File: config.mk
export PLATFORM = sky130hd
export DESIGN_NAME = mips_ctrl_top
export DESIGN_NICKNAME = d
export VERILOG_FILES = /design/src/hw/mips_ctrl_pkg.sv /design/src/hw/instr_classifier.sv /design/src/hw/datapath_ctrl.sv /design/src/hw/alu_ctrl.sv /design/src/hw/mem_ctrl.sv /design/src/hw/mips_ctrl_top.sv
export SDC_FILE = /design/constraint.sdc
export NUM_CORES = 1
export LEC_CHECK = 0
export BUFFER_PORTS_ARGS = -buffer_cell sky130_fd_sc_hd__buf_2
export CAP_MARGIN = 25
export CORE_MARGIN = 1
export CORE_UTILIZATION = 35
export CTS_CLUSTER_DIAMETER = 150
export DETAILED_ROUTE_END_ITERATION = 10
export HOLD_SLACK_MARGIN = 0.03
export PLACE_DENSITY = 0.65
export SLEW_MARGIN = 0
export SYNTH_ARGS = -nofsm -noshare
export SYNTH_HDL_FRONTEND = slang
export SYNTH_SLANG_ARGS = --single-unit
File: constraint.sdc
create_clock -name clk -period 5.1 [get_ports clk]
set_clock_uncertainty 0.05 [all_clocks]
set_input_delay 1.53 -clock clk [delete_from_list [all_inputs] [get_ports clk]]
set_output_delay 1.53 -clock clk [all_outputs]
set_load 0.02 [all_outputs]
File: src/hw/mips_ctrl_pkg.sv
`default_nettype none

package mips_ctrl_pkg;

    //////////////////////////////////////////////////
    // instruction fields and sequencer state

    typedef logic [5:0] opcode_t;
    typedef logic [5:0] funct_t;
    typedef logic [4:0] rt_field_t;
    typedef logic [1:0] cmp_t;

    localparam cmp_t cmp_less = 2'b01;  // first operand below the second

    typedef enum logic [3:0] {
        st_fetch     = 4'd0,
        st_decode    = 4'd1,
        st_execute   = 4'd2,
        st_memory    = 4'd3,
        st_writeback = 4'd4,
        st_idle      = 4'd5
    } cycle_state_t;

    // nop sits at code 0 so a cleared register reads as nop
    typedef enum logic [5:0] {
        in_nop,
        in_addu, in_subu, in_and, in_or, in_xor,
        in_addiu, in_andi, in_ori, in_xori, in_lui,
        in_sll, in_srl, in_sra, in_sllv, in_srlv, in_srav,
        in_slt, in_sltu, in_slti, in_sltiu,
        in_lw, in_lb, in_lbu, in_lh, in_lhu,
        in_sw, in_sb, in_sh,
        in_beq, in_bne, in_bgez, in_bgtz, in_blez, in_bltz,
        in_j, in_jal, in_jr, in_jalr
    } instr_t;

    //////////////////////////////////////////////////
    // datapath select encodings

    typedef enum logic [1:0] {dst_rt, dst_rd, dst_ra} reg_dst_t;
    typedef enum logic [1:0] {
        pcs_alu_result, pcs_alu_out, pcs_pc_plus, pcs_jump_target
    } pc_src_t;
    typedef enum logic [1:0] {iord_pc, iord_alu_out, iord_alu_out_aligned} iord_t;
    typedef enum logic [1:0] {srca_pc, srca_reg_a, srca_upper} alu_src_a_t;
    typedef enum logic [2:0] {
        srcb_reg_b, srcb_four, srcb_imm_ext, srcb_imm_shifted,
        srcb_shamt, srcb_reg_shamt, srcb_zero
    } alu_src_b_t;
    typedef enum logic [1:0] {
        m2r_alu_out, m2r_mem_data, m2r_slt_flag, m2r_link_addr
    } mem_to_reg_t;
    typedef enum logic [1:0] {
        ext_zero  = 2'b00,
        ext_sign  = 2'b10,
        ext_upper = 2'b11
    } ext_mode_t;
    typedef enum logic [2:0] {
        lmask_word, lmask_half_signed, lmask_half_unsigned,
        lmask_byte_signed, lmask_byte_unsigned
    } load_mask_t;
    typedef enum logic [3:0] {
        alu_add, alu_sub, alu_and, alu_or, alu_xor, alu_sll, alu_srl, alu_sra
    } alu_op_t;

    //////////////////////////////////////////////////
    // control bundles

    typedef struct packed {
        reg_dst_t    reg_dst;
        pc_src_t     pc_src;
        alu_src_a_t  alu_src_a;
        alu_src_b_t  alu_src_b;
        mem_to_reg_t mem_to_reg;
        ext_mode_t   ext_mode;
        logic        extend_mux;
    } dp_sel_t;

    typedef struct packed {
        logic ir_write;
        logic pc_write;
        logic reg_write;
        logic alt_pc_write;
        logic alt_pc_mux;
        logic link_en;
        logic link_in;
    } dp_strobe_t;

    typedef struct packed {
        alu_op_t alu_op;
        logic    ab_switch;
        logic    slt_bool;
    } alu_ctl_t;

    typedef struct packed {
        logic       mem_read;
        logic       mem_write;
        iord_t      iord;
        load_mask_t load_mask;
        logic       byte_store_en;
        logic       half_store_en;
    } mem_ctl_t;

    function automatic logic is_load(instr_t i);
        return i inside {in_lw, in_lb, in_lbu, in_lh, in_lhu};
    endfunction

    function automatic logic is_store(instr_t i);
        return i inside {in_sw, in_sb, in_sh};
    endfunction

    function automatic logic is_branch(instr_t i);
        return i inside {in_beq, in_bne, in_bgez, in_bgtz, in_blez, in_bltz};
    endfunction

    function automatic logic is_shift(instr_t i);
        return i inside {in_sll, in_srl, in_sra, in_sllv, in_srlv, in_srav};
    endfunction

    function automatic logic is_slt(instr_t i);
        return i inside {in_slt, in_sltu, in_slti, in_sltiu};
    endfunction

endpackage

`default_nettype wire

File: src/hw/instr_classifier.sv
`timescale 1ns/100ps
`default_nettype none

module instr_classifier import mips_ctrl_pkg::*; (
    input  logic         clk,
    input  logic         rst,
    input  cycle_state_t state,
    input  opcode_t      mem_opcode,
    input  funct_t       mem_function,
    input  rt_field_t    mem_info,
    output instr_t       instr
);

    instr_t instr_dec;
    instr_t instr_q;

    //////////////////////////////////////////////////
    // field decode

    always_comb begin
        instr_dec = in_nop;
        case (mem_opcode)
            6'b000000: begin  // special group keyed by the function field
                case (mem_function)
                    6'b000000: instr_dec = in_sll;
                    6'b000010: instr_dec = in_srl;
                    6'b000011: instr_dec = in_sra;
                    6'b000100: instr_dec = in_sllv;
                    6'b000110: instr_dec = in_srlv;
                    6'b000111: instr_dec = in_srav;
                    6'b001000: instr_dec = in_jr;
                    6'b001001: instr_dec = in_jalr;
                    6'b100001: instr_dec = in_addu;
                    6'b100011: instr_dec = in_subu;
                    6'b100100: instr_dec = in_and;
                    6'b100101: instr_dec = in_or;
                    6'b100110: instr_dec = in_xor;
                    6'b101010: instr_dec = in_slt;
                    6'b101011: instr_dec = in_sltu;
                    default:   instr_dec = in_nop;
                endcase
            end
            6'b000001: begin  // regimm branches keyed by rt
                case (mem_info)
                    5'b00000: instr_dec = in_bltz;
                    5'b00001: instr_dec = in_bgez;
                    default:  instr_dec = in_nop;
                endcase
            end
            6'b000010: instr_dec = in_j;
            6'b000011: instr_dec = in_jal;
            6'b000100: instr_dec = in_beq;
            6'b000101: instr_dec = in_bne;
            6'b000110: instr_dec = (mem_info == 5'b00000) ? in_blez : in_nop;
            6'b000111: instr_dec = (mem_info == 5'b00000) ? in_bgtz : in_nop;
            6'b001001: instr_dec = in_addiu;
            6'b001010: instr_dec = in_slti;
            6'b001011: instr_dec = in_sltiu;
            6'b001100: instr_dec = in_andi;
            6'b001101: instr_dec = in_ori;
            6'b001110: instr_dec = in_xori;
            6'b001111: instr_dec = in_lui;
            6'b100000: instr_dec = in_lb;
            6'b100001: instr_dec = in_lh;
            6'b100011: instr_dec = in_lw;
            6'b100100: instr_dec = in_lbu;
            6'b100101: instr_dec = in_lhu;
            6'b101000: instr_dec = in_sb;
            6'b101001: instr_dec = in_sh;
            6'b101011: instr_dec = in_sw;
            default:   instr_dec = in_nop;
        endcase
    end

    always_ff @(posedge clk) begin
        if (rst) begin
            instr_q <= in_nop;
        end else if (state == st_decode) begin
            instr_q <= instr_dec;  // captured as decode ends
        end
    end

    // decode sees the live fields, later states the captured class
    assign instr = (state == st_decode) ? instr_dec : instr_q;

endmodule

`default_nettype wire

File: src/hw/datapath_ctrl.sv
`timescale 1ns/100ps
`default_nettype none

module datapath_ctrl import mips_ctrl_pkg::*; (
    input  cycle_state_t state,
    input  instr_t       instr,
    output dp_sel_t      dp_sel,
    output dp_strobe_t   dp_strobe
);

    logic imm_alu;    // immediate forms, lui included
    logic r_type;     // destination comes from rd
    logic alu_write;  // results written back in the memory cycle
    logic link_jump;
    logic sign_ext;

    assign imm_alu   = instr inside {in_addiu, in_andi, in_ori, in_xori, in_lui,
                                     in_slti, in_sltiu};
    assign r_type    = instr inside {in_addu, in_subu, in_and, in_or, in_xor,
                                     in_slt, in_sltu, in_jr, in_jalr} || is_shift(instr);
    assign alu_write = instr inside {in_addu, in_subu, in_and, in_or, in_xor}
                       || imm_alu || is_shift(instr) || is_slt(instr);
    assign link_jump = instr inside {in_jal, in_jalr};
    assign sign_ext  = instr inside {in_addiu, in_slti, in_sltiu}
                       || is_load(instr) || is_store(instr) || is_branch(instr);

    always_comb begin
        dp_sel.reg_dst    = dst_rt;
        dp_sel.pc_src     = pcs_alu_result;
        dp_sel.alu_src_a  = srca_pc;
        dp_sel.alu_src_b  = srcb_reg_b;
        dp_sel.mem_to_reg = m2r_alu_out;
        dp_sel.extend_mux = (state != st_fetch);
        dp_strobe         = '0;

        if (instr == in_lui) begin
            dp_sel.ext_mode = ext_upper;
        end else if (sign_ext) begin
            dp_sel.ext_mode = ext_sign;
        end else begin
            dp_sel.ext_mode = ext_zero;  // logical immediates and the rest
        end

        case (state)
            st_fetch: begin
                dp_sel.alu_src_b   = srcb_four;  // pc + 4
                dp_strobe.ir_write = 1'b1;
                dp_strobe.pc_write = 1'b1;
            end
            st_decode: begin
                dp_sel.pc_src          = pcs_pc_plus;
                dp_sel.alu_src_b       = srcb_imm_shifted;  // branch target on the side
                dp_strobe.alt_pc_write = instr inside {in_j, in_jal};
                dp_strobe.alt_pc_mux   = 1'b1;
            end
            st_execute: begin
                dp_sel.pc_src    = pcs_alu_out;
                dp_sel.alu_src_a = (instr == in_lui) ? srca_upper : srca_reg_a;
                if (imm_alu || is_load(instr) || is_store(instr)) begin
                    dp_sel.alu_src_b = srcb_imm_ext;
                end else if (instr inside {in_sll, in_srl, in_sra}) begin
                    dp_sel.alu_src_b = srcb_shamt;
                end else if (instr inside {in_sllv, in_srlv, in_srav}) begin
                    dp_sel.alu_src_b = srcb_reg_shamt;
                end else if (instr inside {in_jr, in_jalr}) begin
                    dp_sel.alu_src_b = srcb_zero;  // rs passes through the ALU
                end
                dp_strobe.alt_pc_write = is_branch(instr);
                dp_strobe.link_en      = 1'b1;
                dp_strobe.link_in      = link_jump;
            end
            st_memory: begin
                dp_sel.pc_src          = pcs_alu_out;
                dp_sel.reg_dst         = r_type ? dst_rd : dst_rt;
                dp_sel.mem_to_reg      = is_slt(instr) ? m2r_slt_flag : m2r_alu_out;
                dp_strobe.reg_write    = alu_write;
                dp_strobe.alt_pc_write = instr inside {in_jr, in_jalr};
            end
            st_writeback: begin
                dp_sel.pc_src        = pcs_pc_plus;
                dp_sel.reg_dst       = link_jump ? dst_ra : dst_rt;
                dp_sel.mem_to_reg    = link_jump ? m2r_link_addr : m2r_mem_data;
                dp_strobe.reg_write  = is_load(instr) || link_jump;
                dp_strobe.alt_pc_mux = 1'b1;
            end
            default: begin  // idle holds every strobe off
            end
        endcase
    end

endmodule

`default_nettype wire

File: src/hw/alu_ctrl.sv
`timescale 1ns/100ps
`default_nettype none

module alu_ctrl import mips_ctrl_pkg::*; (
    input  logic         clk,
    input  logic         rst,
    input  cycle_state_t state,
    input  instr_t       instr,
    input  cmp_t         cond,
    input  cmp_t         condu,
    output alu_ctl_t     alu_ctl
);

    logic    exec;
    logic    slt_next;
    logic    slt_q;
    alu_op_t op_exec;

    assign exec = (state == st_execute);

    always_comb begin
        case (instr)
            in_and, in_andi:  op_exec = alu_and;
            in_or, in_ori:    op_exec = alu_or;
            in_xor, in_xori:  op_exec = alu_xor;
            in_sll, in_sllv:  op_exec = alu_sll;
            in_srl, in_srlv:  op_exec = alu_srl;
            in_sra, in_srav:  op_exec = alu_sra;
            in_subu:          op_exec = alu_sub;
            default: begin
                // compares run as a subtract as well
                op_exec = (is_branch(instr) || is_slt(instr)) ? alu_sub : alu_add;
            end
        endcase
    end

    assign slt_next = ((instr inside {in_slt, in_slti}) && (cond == cmp_less))
                      || ((instr inside {in_sltu, in_sltiu}) && (condu == cmp_less));

    always_ff @(posedge clk) begin
        if (rst) begin
            slt_q <= 1'b0;
        end else if (exec) begin
            slt_q <= slt_next;  // held for the write in the memory cycle
        end
    end

    always_comb begin
        alu_ctl.alu_op    = exec ? op_exec : alu_add;
        alu_ctl.ab_switch = exec && is_shift(instr);  // shifted value rides on port b
        alu_ctl.slt_bool  = slt_q;
    end

endmodule

`default_nettype wire

File: src/hw/mem_ctrl.sv
`timescale 1ns/100ps
`default_nettype none

module mem_ctrl import mips_ctrl_pkg::*; (
    input  cycle_state_t state,
    input  instr_t       instr,
    output mem_ctl_t     mem_ctl
);

    always_comb begin
        mem_ctl.mem_read      = 1'b0;
        mem_ctl.mem_write     = 1'b0;
        mem_ctl.iord          = iord_pc;
        mem_ctl.load_mask     = lmask_word;
        mem_ctl.byte_store_en = 1'b0;
        mem_ctl.half_store_en = 1'b0;

        case (state)
            st_fetch: begin
                mem_ctl.mem_read = 1'b1;  // instruction read at the pc
            end
            st_memory: begin
                mem_ctl.mem_read  = is_load(instr);
                mem_ctl.mem_write = is_store(instr);
                if (instr inside {in_lw, in_sw}) begin
                    mem_ctl.iord = iord_alu_out;
                end else if (is_load(instr) || is_store(instr)) begin
                    mem_ctl.iord = iord_alu_out_aligned;  // sub-word access
                end
                mem_ctl.byte_store_en = (instr == in_sb);
                mem_ctl.half_store_en = (instr == in_sh);
            end
            st_writeback: begin
                mem_ctl.mem_read = 1'b1;
                case (instr)
                    in_lb:   mem_ctl.load_mask = lmask_byte_signed;
                    in_lbu:  mem_ctl.load_mask = lmask_byte_unsigned;
                    in_lh:   mem_ctl.load_mask = lmask_half_signed;
                    in_lhu:  mem_ctl.load_mask = lmask_half_unsigned;
                    default: mem_ctl.load_mask = lmask_word;
                endcase
            end
            default: begin
                mem_ctl.mem_read = 1'b0;
            end
        endcase
    end

endmodule

`default_nettype wire

File: src/hw/mips_ctrl_top.sv
`timescale 1ns/100ps
`default_nettype none

module mips_ctrl_top import mips_ctrl_pkg::*; (
    input  logic         clk,
    input  logic         rst,
    input  cycle_state_t state,
    input  opcode_t      mem_opcode,
    input  funct_t       mem_function,
    input  rt_field_t    mem_info,
    input  cmp_t         cond,
    input  cmp_t         condu,
    output dp_sel_t      dp_sel,
    output dp_strobe_t   dp_strobe,
    output alu_ctl_t     alu_ctl,
    output mem_ctl_t     mem_ctl
);

    instr_t instr;  // class of the instruction in flight

    instr_classifier u_instr_classifier (
        .clk          (clk),
        .rst          (rst),
        .state        (state),
        .mem_opcode   (mem_opcode),
        .mem_function (mem_function),
        .mem_info     (mem_info),
        .instr        (instr)
    );

    datapath_ctrl u_datapath_ctrl (
        .state     (state),
        .instr     (instr),
        .dp_sel    (dp_sel),
        .dp_strobe (dp_strobe)
    );

    alu_ctrl u_alu_ctrl (
        .clk     (clk),
        .rst     (rst),
        .state   (state),
        .instr   (instr),
        .cond    (cond),
        .condu   (condu),
        .alu_ctl (alu_ctl)
    );

    mem_ctrl u_mem_ctrl (
        .state   (state),
        .instr   (instr),
        .mem_ctl (mem_ctl)
    );

endmodule

`default_nettype wire

## After elaboration in Yosys (flattened, before gate mapping)

Memories as Yosys holds them, arrays and structs flattened.
Cells that the tools add are included.

| storage, ports and cells | value |
|---|---|
| bits in registers | 7 |
| memory bits (writable) | 0 |
| ROM bits | 384 |
| bits of input ports | 27 |
| logic and storage cells | 152 |
| output and inout bits | 36 |
| memories | 1 |
| latch bits | 0 |

Memory list:

| memory | depth | bits a word | rd ports | clocked after Yosys merged registers in | write ports | RTL line | RTL |
|---|---|---|---|---|---|---|---|
| (name not given) | 64 | 6 | 1 | 0 | 0 | instr_classifier.sv:24 | `case (mem_function)` |

| cells by class | value |
|---|---|
| eq/ne operators | 67 |
| $add $sub $neg | 0 |
| divide/modulo/power cells | 0 |
| reduce and logical (&&, ||, !) cells | 46 |
| muxes and demuxes | 36 |
| multipliers | 0 |
| order comparisons | 0 |
| shift-type cells | 0 |
| bitwise operators | 0 |

Operators with widths:

| kind | count |
|---|---|
| $pmux 6 s23 | 1 |
| $eq 6x5->1 const B | 16 |
| $eq 6x4->1 const B | 15 |
| $eq 6x6->1 const B | 15 |
| $eq 6x3->1 const B | 8 |
| $pmux 4 s7 | 1 |
| $eq 6x2->1 const B | 4 |
| $mux 2 | 12 |
| $mux 3 | 6 |
| $mux 6 | 3 |
| $reduce_or 2->1 | 9 |
| $logic_or 1x1->1 | 13 |
| $eq 6x1->1 const B | 2 |
| $pmux 2 s2 | 3 |
| $pmux 3 s4 | 1 |
| $pmux 6 s2 | 1 |
| $reduce_bool 2->1 | 6 |
| $reduce_bool 3->1 | 4 |
| $reduce_bool 6->1 | 2 |
| $reduce_bool 5->1 | 2 |
| $pmux 3 s3 | 1 |
| $reduce_bool 9->1 | 1 |
| $eq 4x2->1 const B | 2 |
| $reduce_bool 4->1 | 2 |
| 13 further kinds | 19 |

## Logic depth before layout (Yosys ltp)

Gate-level depths: netlist of the first run.

| depth | value |
|---|---|
| depth after elaboration | 11 |
| gate-level depth with buffers | 12 |
| depth with buffers taken out | 10 |

## Cells and area by module

From an unflattened synthesis of the first run, not the netlist that was laid out.

| second synthesis, totals | value |
|---|---|
| cell total of the unflattened synthesis | 319 |
| area total of the unflattened synthesis | 2292.2 µm² |

Modules (own cells, without submodules):

| module | area an instance (µm²) | cells each | seq. area each (µm²) | instances |
|---|---|---|---|---|
| instr_classifier | 1074.8 | 134 | 120.1 | 1 |
| datapath_ctrl | 586.8 | 96 | 0.0 | 1 |
| alu_ctrl | 382.9 | 55 | 20.0 | 1 |
| mem_ctrl | 247.7 | 34 | 0.0 | 1 |

## Worst setup path before layout of the first run

OpenSTA, ideal clock, no wires.

| path | value |
|---|---|
| path kind | input-to-output |
| start | input mem_function[0] |
| end | output alu_ctl[2] in the netlist's numbering |
| cell stages on the path | 11 |
| path slack | -575 ps |
| data arrival time | 4095 ps |
| path buffers | 1 |
| data required time | 3520 ps |
| cells stage by stage | inv_1 ha_1 nand2b_1 o2111a_1 o31a_1 o31a_2 or2_1 buf_2 o311ai_0 a31oi_1 nor4_1 |

RTL lines:

| item | RTL line | RTL |
|---|---|---|
| start: declaration | mips_ctrl_top.sv:9 | `input funct_t mem_function,` |
| end: declaration | mips_ctrl_top.sv:15 | `output alu_ctl_t alu_ctl,` |

==> results of run 1 <==
-- critical path, stage by stage --
cell and delay (ps):
sky130_fd_sc_hd__buf_6 90, sky130_fd_sc_hd__or4b_4 580, sky130_fd_sc_hd__or4_4 590, sky130_fd_sc_hd__a32o_2 360
sky130_fd_sc_hd__o41ai_1 490, sky130_fd_sc_hd__o32a_1 240, sky130_fd_sc_hd__buf_2 160
-- state kept, by name (all words and copies together), names as in the netlist --
signal and flops:
u_alu_ctrl.slt_q 1, u_instr_classifier.instr_q 6
-- synth_stat cells, types with 3 or more instances --
cell	instances
sky130_fd_sc_hd__nor2_1	32
sky130_fd_sc_hd__nand2_1	28
sky130_fd_sc_hd__a21oi_1	22
sky130_fd_sc_hd__buf_2	17
sky130_fd_sc_hd__inv_1	15
sky130_fd_sc_hd__nand3_1	12
sky130_fd_sc_hd__nor3_1	11
sky130_fd_sc_hd__nand2b_1	10
sky130_fd_sc_hd__o21ai_0	9
sky130_fd_sc_hd__a31oi_1	8
sky130_fd_sc_hd__nor4_1	8
sky130_fd_sc_hd__clkbuf_1	7
sky130_fd_sc_hd__dfxtp_1	7
sky130_fd_sc_hd__nor3b_1	6
sky130_fd_sc_hd__buf_4	5
sky130_fd_sc_hd__ha_1	5
sky130_fd_sc_hd__nand3b_1	5
sky130_fd_sc_hd__o21bai_1	5
sky130_fd_sc_hd__or3_1	5
sky130_fd_sc_hd__a211oi_1	4
sky130_fd_sc_hd__o32a_1	4
sky130_fd_sc_hd__o41ai_1	4
sky130_fd_sc_hd__xnor2_1	4
sky130_fd_sc_hd__a211o_1	3
sky130_fd_sc_hd__and2_1	3
sky130_fd_sc_hd__buf_6	3
sky130_fd_sc_hd__mux2i_1	3
sky130_fd_sc_hd__nor2b_1	3
sky130_fd_sc_hd__o31ai_1	3
sky130_fd_sc_hd__or2_2	3
sky130_fd_sc_hd__or4_4	3
-- cell type report --
type | count | share of cell area [%]
Clock buffer | 4 | 1.06
Sequential cell | 7 | 3.29
Multi-Input combinational cell | 258 | 55.3
Timing Repair Buffer | 190 | 36.7
Inverter | 15 | 1.56
Tap cell | 72 | 2.11
-- per-layer routing --
| layer | track usage, % | vias up | share of wire, % |
|---|---|---|---|
| met1 | 37.1 | 1604 | 36 |
| met3 | 3.33 | 77 | 8.2 |
| met5 | 0 | - | 0 |
| met2 | 54.0 | 229 | 49 |
| li1 | - | 1510 | - |
| met4 | 11.3 | 0 | 6.0 |
-- power by group --
part | switching [mW] | internal, mW | total, mW
Combinational | 0.119 | 0.106 | 0.225
Sequential | 0.000454 | 0.0556 | 0.0561
Clock | 0.0282 | 0.0545 | 0.0827
-- cell usage in the layout, fill, tap and decap left out, types with 4 or more instances in the layout --
cell,netlist,routed
sky130_fd_sc_hd__buf_4,5,107
sky130_fd_sc_hd__buf_6,3,52
sky130_fd_sc_hd__buf_2,17,29
sky130_fd_sc_hd__nand2_1,28,22
sky130_fd_sc_hd__nor2_1,32,18
sky130_fd_sc_hd__inv_1,15,11
sky130_fd_sc_hd__a21oi_2,1,10
sky130_fd_sc_hd__a21oi_1,22,10
sky130_fd_sc_hd__nor2_4,0,10
sky130_fd_sc_hd__nand3_1,12,9
sky130_fd_sc_hd__nand2b_1,10,8
sky130_fd_sc_hd__dfxtp_1,7,7
sky130_fd_sc_hd__nor3_1,11,6
sky130_fd_sc_hd__nor3b_1,6,6
sky130_fd_sc_hd__nor4_1,8,5
sky130_fd_sc_hd__a31oi_1,8,5
sky130_fd_sc_hd__nor4_4,1,5
sky130_fd_sc_hd__nand3b_1,5,5
sky130_fd_sc_hd__o21bai_1,5,4
sky130_fd_sc_hd__or2_4,0,4
sky130_fd_sc_hd__or4_4,3,4
sky130_fd_sc_hd__o32a_1,4,4
sky130_fd_sc_hd__nor2_2,0,4
sky130_fd_sc_hd__nand2_2,1,4
sky130_fd_sc_hd__o21ai_2,1,4
-- stage by stage --
stage | worst slack [ps] | hold WS (ps) | total power, mW | cells
finish | -527 | 441 | 0.363 | 546
global route | -593 | 477 | 0.379 | 546
CTS | -420 | 441 | 0.332 | 541
detailed placement | -537 | 431 | 0.221 | 522
global placement | -523 | 429 | 0.219 | 522
floorplan | -251 | 420 | 0.149 | 312
-- cell families (layout without fill, tap and decap cells) --
logic type      after synthesis  after routing
xor+xnor                      5              5
compound gates               96             97
flops                         7              7
mux                           3              3
fa+ha+maj                     5              5
simple gates                147            147
buf+inv                      48            209
other cells                   1              1
-- worst paths after layout --
path | depth (start not counted) | endpoint | slack (ps) | from
setup / recovery | 7 | dp_sel[6] | -530 | state[1]
hold / removal | 1 | u_alu_ctrl.slt_q$_SDFFE_PP0P_ | 440 | u_alu_ctrl.slt_q$_SDFFE_PP0P_
setup reg to reg | 7 | u_alu_ctrl.slt_q$_SDFFE_PP0P_ | 3270 | u_instr_classifier.instr_q[4]$_SDFF_PP0_
hold reg to reg | 1 | u_alu_ctrl.slt_q$_SDFFE_PP0P_ | 440 | u_alu_ctrl.slt_q$_SDFFE_PP0P_
-- repair_timing --
item | 4_1_cts | 5_1_grt
cloned | 1 | 0
gates resized for setup | 115 | 68
pin swaps | 38 | 31
buffers inserted | 14 | 7
endpoints found under the setup margin | 26 | 26
==> results.yml, run 1 <==
clocking:
  ctsHoldBuffers: 0
  tritoncts: "done"
  cts.sink_count: 7
  cts-root-buf: "sky130_fd_sc_hd__clkbuf_8"
  clock_tree.buffer_depth: 2
  insertion_delay_ps: 230
  worst_setup_hold_path_clk_slew_ps: 40
  tritoncts.num_buffers: 3
  htreeDepth: 1
global_route:
  antenna_found_initial: 0
  grt_max_degree: 21
  grt_remaining_overflow: 0
  global_route_wire_length_before_repair_um: 15200
  grt.total_usage_pct: 30.3
  first_global_vias: 3133
critical_path:
  worstPathRequired_ps: 3520
  critical_path.endpoint_type: "primary output"
  criticalPathCategory: "in2out"
  critPathLaunchType: "primary input"
  critical_path_arrival_ps: 4050
  path_max_fanout: 8
finish:
  antenna_cells: 0
  layout.area.seq_um2: 140
  layout.core_utilization_pct: 75.5
  multiInputGateArea_um2: 2360
  layout.nets: 507
  layout-area-overhead-vs-synth_pct: 104
  post-route-cell-area_um2: 4260
  layout-drive-gt1-share_pct: 62.9
  fillers: 346
power:
  power.leakage_nw: 1.80
  cellPowerDensity_nw_per_um2: 85.2
  ir_worst_vdd_uv: 100
yosys:
  synth_simple_gate_area_share_pct: 39.2
  synth_sequential_area_ratio_pct: 6.70
  synth.ff_latch_count: 7
  synth_nets: 344
  synth_largest_area_cell: "sky130_fd_sc_hd__dfxtp_1"
  synth_cells: 312
  synthXorXnorAreaFrac_pct: 2.09
  synth.top_cell.area_share_pct: 6.70
  synth_enable_flop_cells: 0
  synth.yosys.warnings: 0
  synth_area_um2: 2090
  synth-compound-area-share_pct: 35.8
  number_of_library_cell_types_mapped_by_synthesis: 73
  post_synthesis_mux_area_share_pct: 1.44
  dominant_combinational_cell_family_by_area_after_synthesis: "simple AND/OR/NAND/NOR gates"
  syn-mean-instance-area_um2: 6.71
  top_cells_by_area_synth: "sky130_fd_sc_hd__dfxtp_1, sky130_fd_sc_hd__nor2_1, sky130_fd_sc_hd__a21oi_1, sky130_fd_sc_hd__nand2_1, sky130_fd_sc_hd__buf_2"
  synth_area_in_adders_pct: 2.99
  postSynth.asyncResetShare_pct: 0
  synthFlopType: "sky130_fd_sc_hd__dfxtp_1"
timing:
  finalCritPeriodShare_pct: 110
  hold_violations: 0
  final-max-slew-violation-count: 0
  period_minus_slack_ps: 5630
  fmax_mhz: 178
  rsz0062_at_grt: "true"
  timing.setup.tns_ps: -9760
  finalWorstSetupSlack_ps: -527
  setup-violations-final: 26
detailed_routing:
  wl_um: 11200
  wire_per_inst_um: 20.6
  avgViaCountPerCell: 6.26
  drc: 0
  antenna_violating_nets_post_route: 0
  detailedRoute.firstIterationViolations: 294
  first_pass_iters: 5
  num_vias: 3420
worst_hold_path:
  hp-class: "reg2reg"
outcome:
  run_status: "finished with violations"
  failed_checks: "negative setup slack"
floorplanning:
  die_area_um2: 6290
  floorplan.initialDensity_pct: 37.1
  design.core.area_um2: 5640
  placement_rows: 27
  number_of_top_level_pins: 63
  die_h_um: 79.3
  die_width_um: 79.3
placed_design:
  gp_congestion: 0.960
  post-dp-hpwl_um: 6130
  port_buffer_cells: 61
  placed_area_um2: 3290
flow_run:
  max_cap_viol_count: 0
Note: power is estimated with default switching activity, not from simulation.
==> run 2, diff against run 1 <==
- ABC_CLOCK_PERIOD_IN_PS: unset -> 5100
- BUFFER_PORTS_ARGS: -buffer_cell sky130_fd_sc_hd__buf_2 -> -buffer_cell sky130_fd_sc_hd__buf_4
==> run 2 against run 1 <==
Against the previous run:
- the run still ends with negative setup slack left
- sequential power about the same
- global-route usage rose by 3.2 points
- via count increased by 8.9%
- routed wire length grew 17%
- sequential share of layout area is 0.23 points lower
- critical path type unchanged
- largest cell class unchanged
- largest power group unchanged
==> results.yml, run 2 (synthesis results as in run 1) <==
critical_path:
  critical_path.slowest_cell: "sky130_fd_sc_hd__o311ai_0"
  cp_num_buf_inv: 3
  worst_path_largest_cell_delay_ps: 470
  path_max_fanout: 8
  critical_path.endpoint_type: "primary output"
  criticalPathCategory: "in2out"
  worstPathRequired_ps: 3520
  worst_path_dominant_cell_family: "compound AO/OA/AOI/OAI gates"
  critical_path_arrival_ps: 4150
  crit_path_cell_trace: "buf_8, inv_4, ha_4, nand2b_4, o2111a_1, o31a_1, o31a_2, or2_4, o311ai_0, a31oi_1, nor4_4, buf_4"
  critPathLaunchType: "primary input"
floorplanning:
  die_width_um: 79.3
  design.core.area_um2: 5640
  die_h_um: 79.3
  placement_rows: 27
  number_of_top_level_pins: 63
  floorplan.initialDensity_pct: 37.1
  die_area_um2: 6290
finish:
  number_of_flip_flops_under_the_largest_register_name: 6
  layout-drive-gt1-share_pct: 64.3
  final_instance_count_excl_fillers: 568
  antenna_cells: 0
  multiInputGateArea_um2: 2410
  layout.area.seq_um2: 140
  layout.nets: 529
  layout.core_utilization_pct: 81.3
  layout_common_cells: "sky130_fd_sc_hd__buf_4, sky130_fd_sc_hd__buf_6, sky130_fd_sc_hd__nor2_1, sky130_fd_sc_hd__nand2_1"
  layout_commonest_cell: "sky130_fd_sc_hd__buf_4"
  fillers: 292
  largest_register: "u_instr_classifier.instr_q"
  reg_top3: "u_instr_classifier.instr_q x6, u_alu_ctrl.slt_q x1"
  layout-area-overhead-vs-synth_pct: 119
timing:
  finalCritPeriodShare_pct: 112
  setup-violations-final: 26
  final-max-slew-violation-count: 0
  rsz0062_at_grt: "true"
  period_minus_slack_ps: 5730
  tightest_slew_ps: 511
  fin_hold_ws_ps: 459
  slew-limit-headroom_pct: 65.5
  finalWorstSetupSlack_ps: -626
  fmax_mhz: 175
  hold_violations: 0
detailed_routing:
  drc: 0
  wire_per_inst_um: 23.0
  antenna_violating_nets_post_route: 0
  avgViaCountPerCell: 6.56
  first_pass_iters: 5
  detailedRoute.firstIterationViolations: 401
  num_vias: 3724
  wl_um: 13100
global_route:
  antenna_found_initial: 0
  grt_max_degree: 15
  grt_remaining_overflow: 0
  first_global_vias: 3384
  grt.total_usage_pct: 33.6
  global_route_wire_length_before_repair_um: 16500
clocking:
  clock_tree.buffer_depth: 2
  cts.sink_count: 7
  htreeDepth: 1
  worst_setup_hold_path_clk_slew_ps: 40
  tritoncts.num_buffers: 3
  tritoncts: "done"
  insertion_delay_ps: 240
  cts-root-buf: "sky130_fd_sc_hd__clkbuf_8"
power:
  cellPowerDensity_nw_per_um2: 82.9
  power.leakage_nw: 1.93
  ir_worst_vdd_uv: 143
  total_power_mw: 0.380
flow_run:
  max_cap_viol_count: 0
worst_hold_path:
  hp-class: "reg2reg"
placed_design:
  gp_congestion: 1.04
  post-dp-hpwl_um: 6580
  dp_cells: 527
  port_buffer_cells: 61
outcome:
  failed_checks: "negative setup slack"
  run_status: "finished with violations"
run 2: cell count changes in the layout (fill, tap and decap cells not counted), moves of 3 or more:
| cell | previous run | this run |
|---|---|---|
| sky130_fd_sc_hd__a21oi_2 | 10 | 6 |
| sky130_fd_sc_hd__a21oi_4 | 3 | 6 |
| sky130_fd_sc_hd__buf_2 | 29 | 0 |
| sky130_fd_sc_hd__buf_4 | 107 | 153 |
| sky130_fd_sc_hd__buf_8 | 2 | 7 |
run 2: timing repair:
action / 4_1_cts / 5_1_grt
cloned: 2 / 0
setup buffers: 20 / 21
gates resized for setup: 103 / 67
hold buffers: 0 / 0
setup endpoints to repair: 26 / 26
pin swaps: 38 / 32
run 2: area by class of cell:
class / instances / area share, %
inverter: 15 / 1.50
timing repair buffer: 211 / 40.0
multi-input combinational: 259 / 52.5
tap: 72 / 1.96
sequential: 7 / 3.05
clock buffer: 4 / 0.982
run 2: final timing paths:
check                                                endpoint                                      from  cells after the start  slack, ps
worst max register to register  u_alu_ctrl.slt_q$_SDFFE_PP0P_  u_instr_classifier.instr_q[4]$_SDFF_PP0_                      7       3140
worst min-delay path            u_alu_ctrl.slt_q$_SDFFE_PP0P_             u_alu_ctrl.slt_q$_SDFFE_PP0P_                      1        460
worst max-delay path                               alu_ctl[2]                           mem_function[1]                     12       -630
worst min register to register  u_alu_ctrl.slt_q$_SDFFE_PP0P_             u_alu_ctrl.slt_q$_SDFFE_PP0P_                      1        460
run 2: power by group:
| part | switching, mW | leakage (nW) | internal (mW) |
|---|---|---|---|
| registers | 0.000226 | 0.0565 | 0.0557 |
| clock network | 0.0287 | 0.0228 | 0.0545 |
| logic | 0.127 | 1.85 | 0.114 |
run 2: stage by stage:
stage | setup slack (ps) | setup TNS, ps | cell area [µm²]
finish | -626 | -11980 | 4590
global route | -669 | -12700 | 4590
CTS | -462 | -8460 | 4180
detailed placement | -572 | -12330 | 3480
global placement | -559 | -11550 | 3480
floorplan | -251 | -3800 | 2310
run 2: routing by layer:
metal / share of wire [%] / GRT usage, % / up-vias / routed length [µm]
li1: - / - / 1549 / -
met1: 37 / 40.0 / 1725 / 4820
met2: 47 / 60.9 / 341 / 6130
met3: 10 / 3.79 / 109 / 1320
met4: 6.3 / 12.5 / 0 / 818
met5: 0 / 0 / - / 0
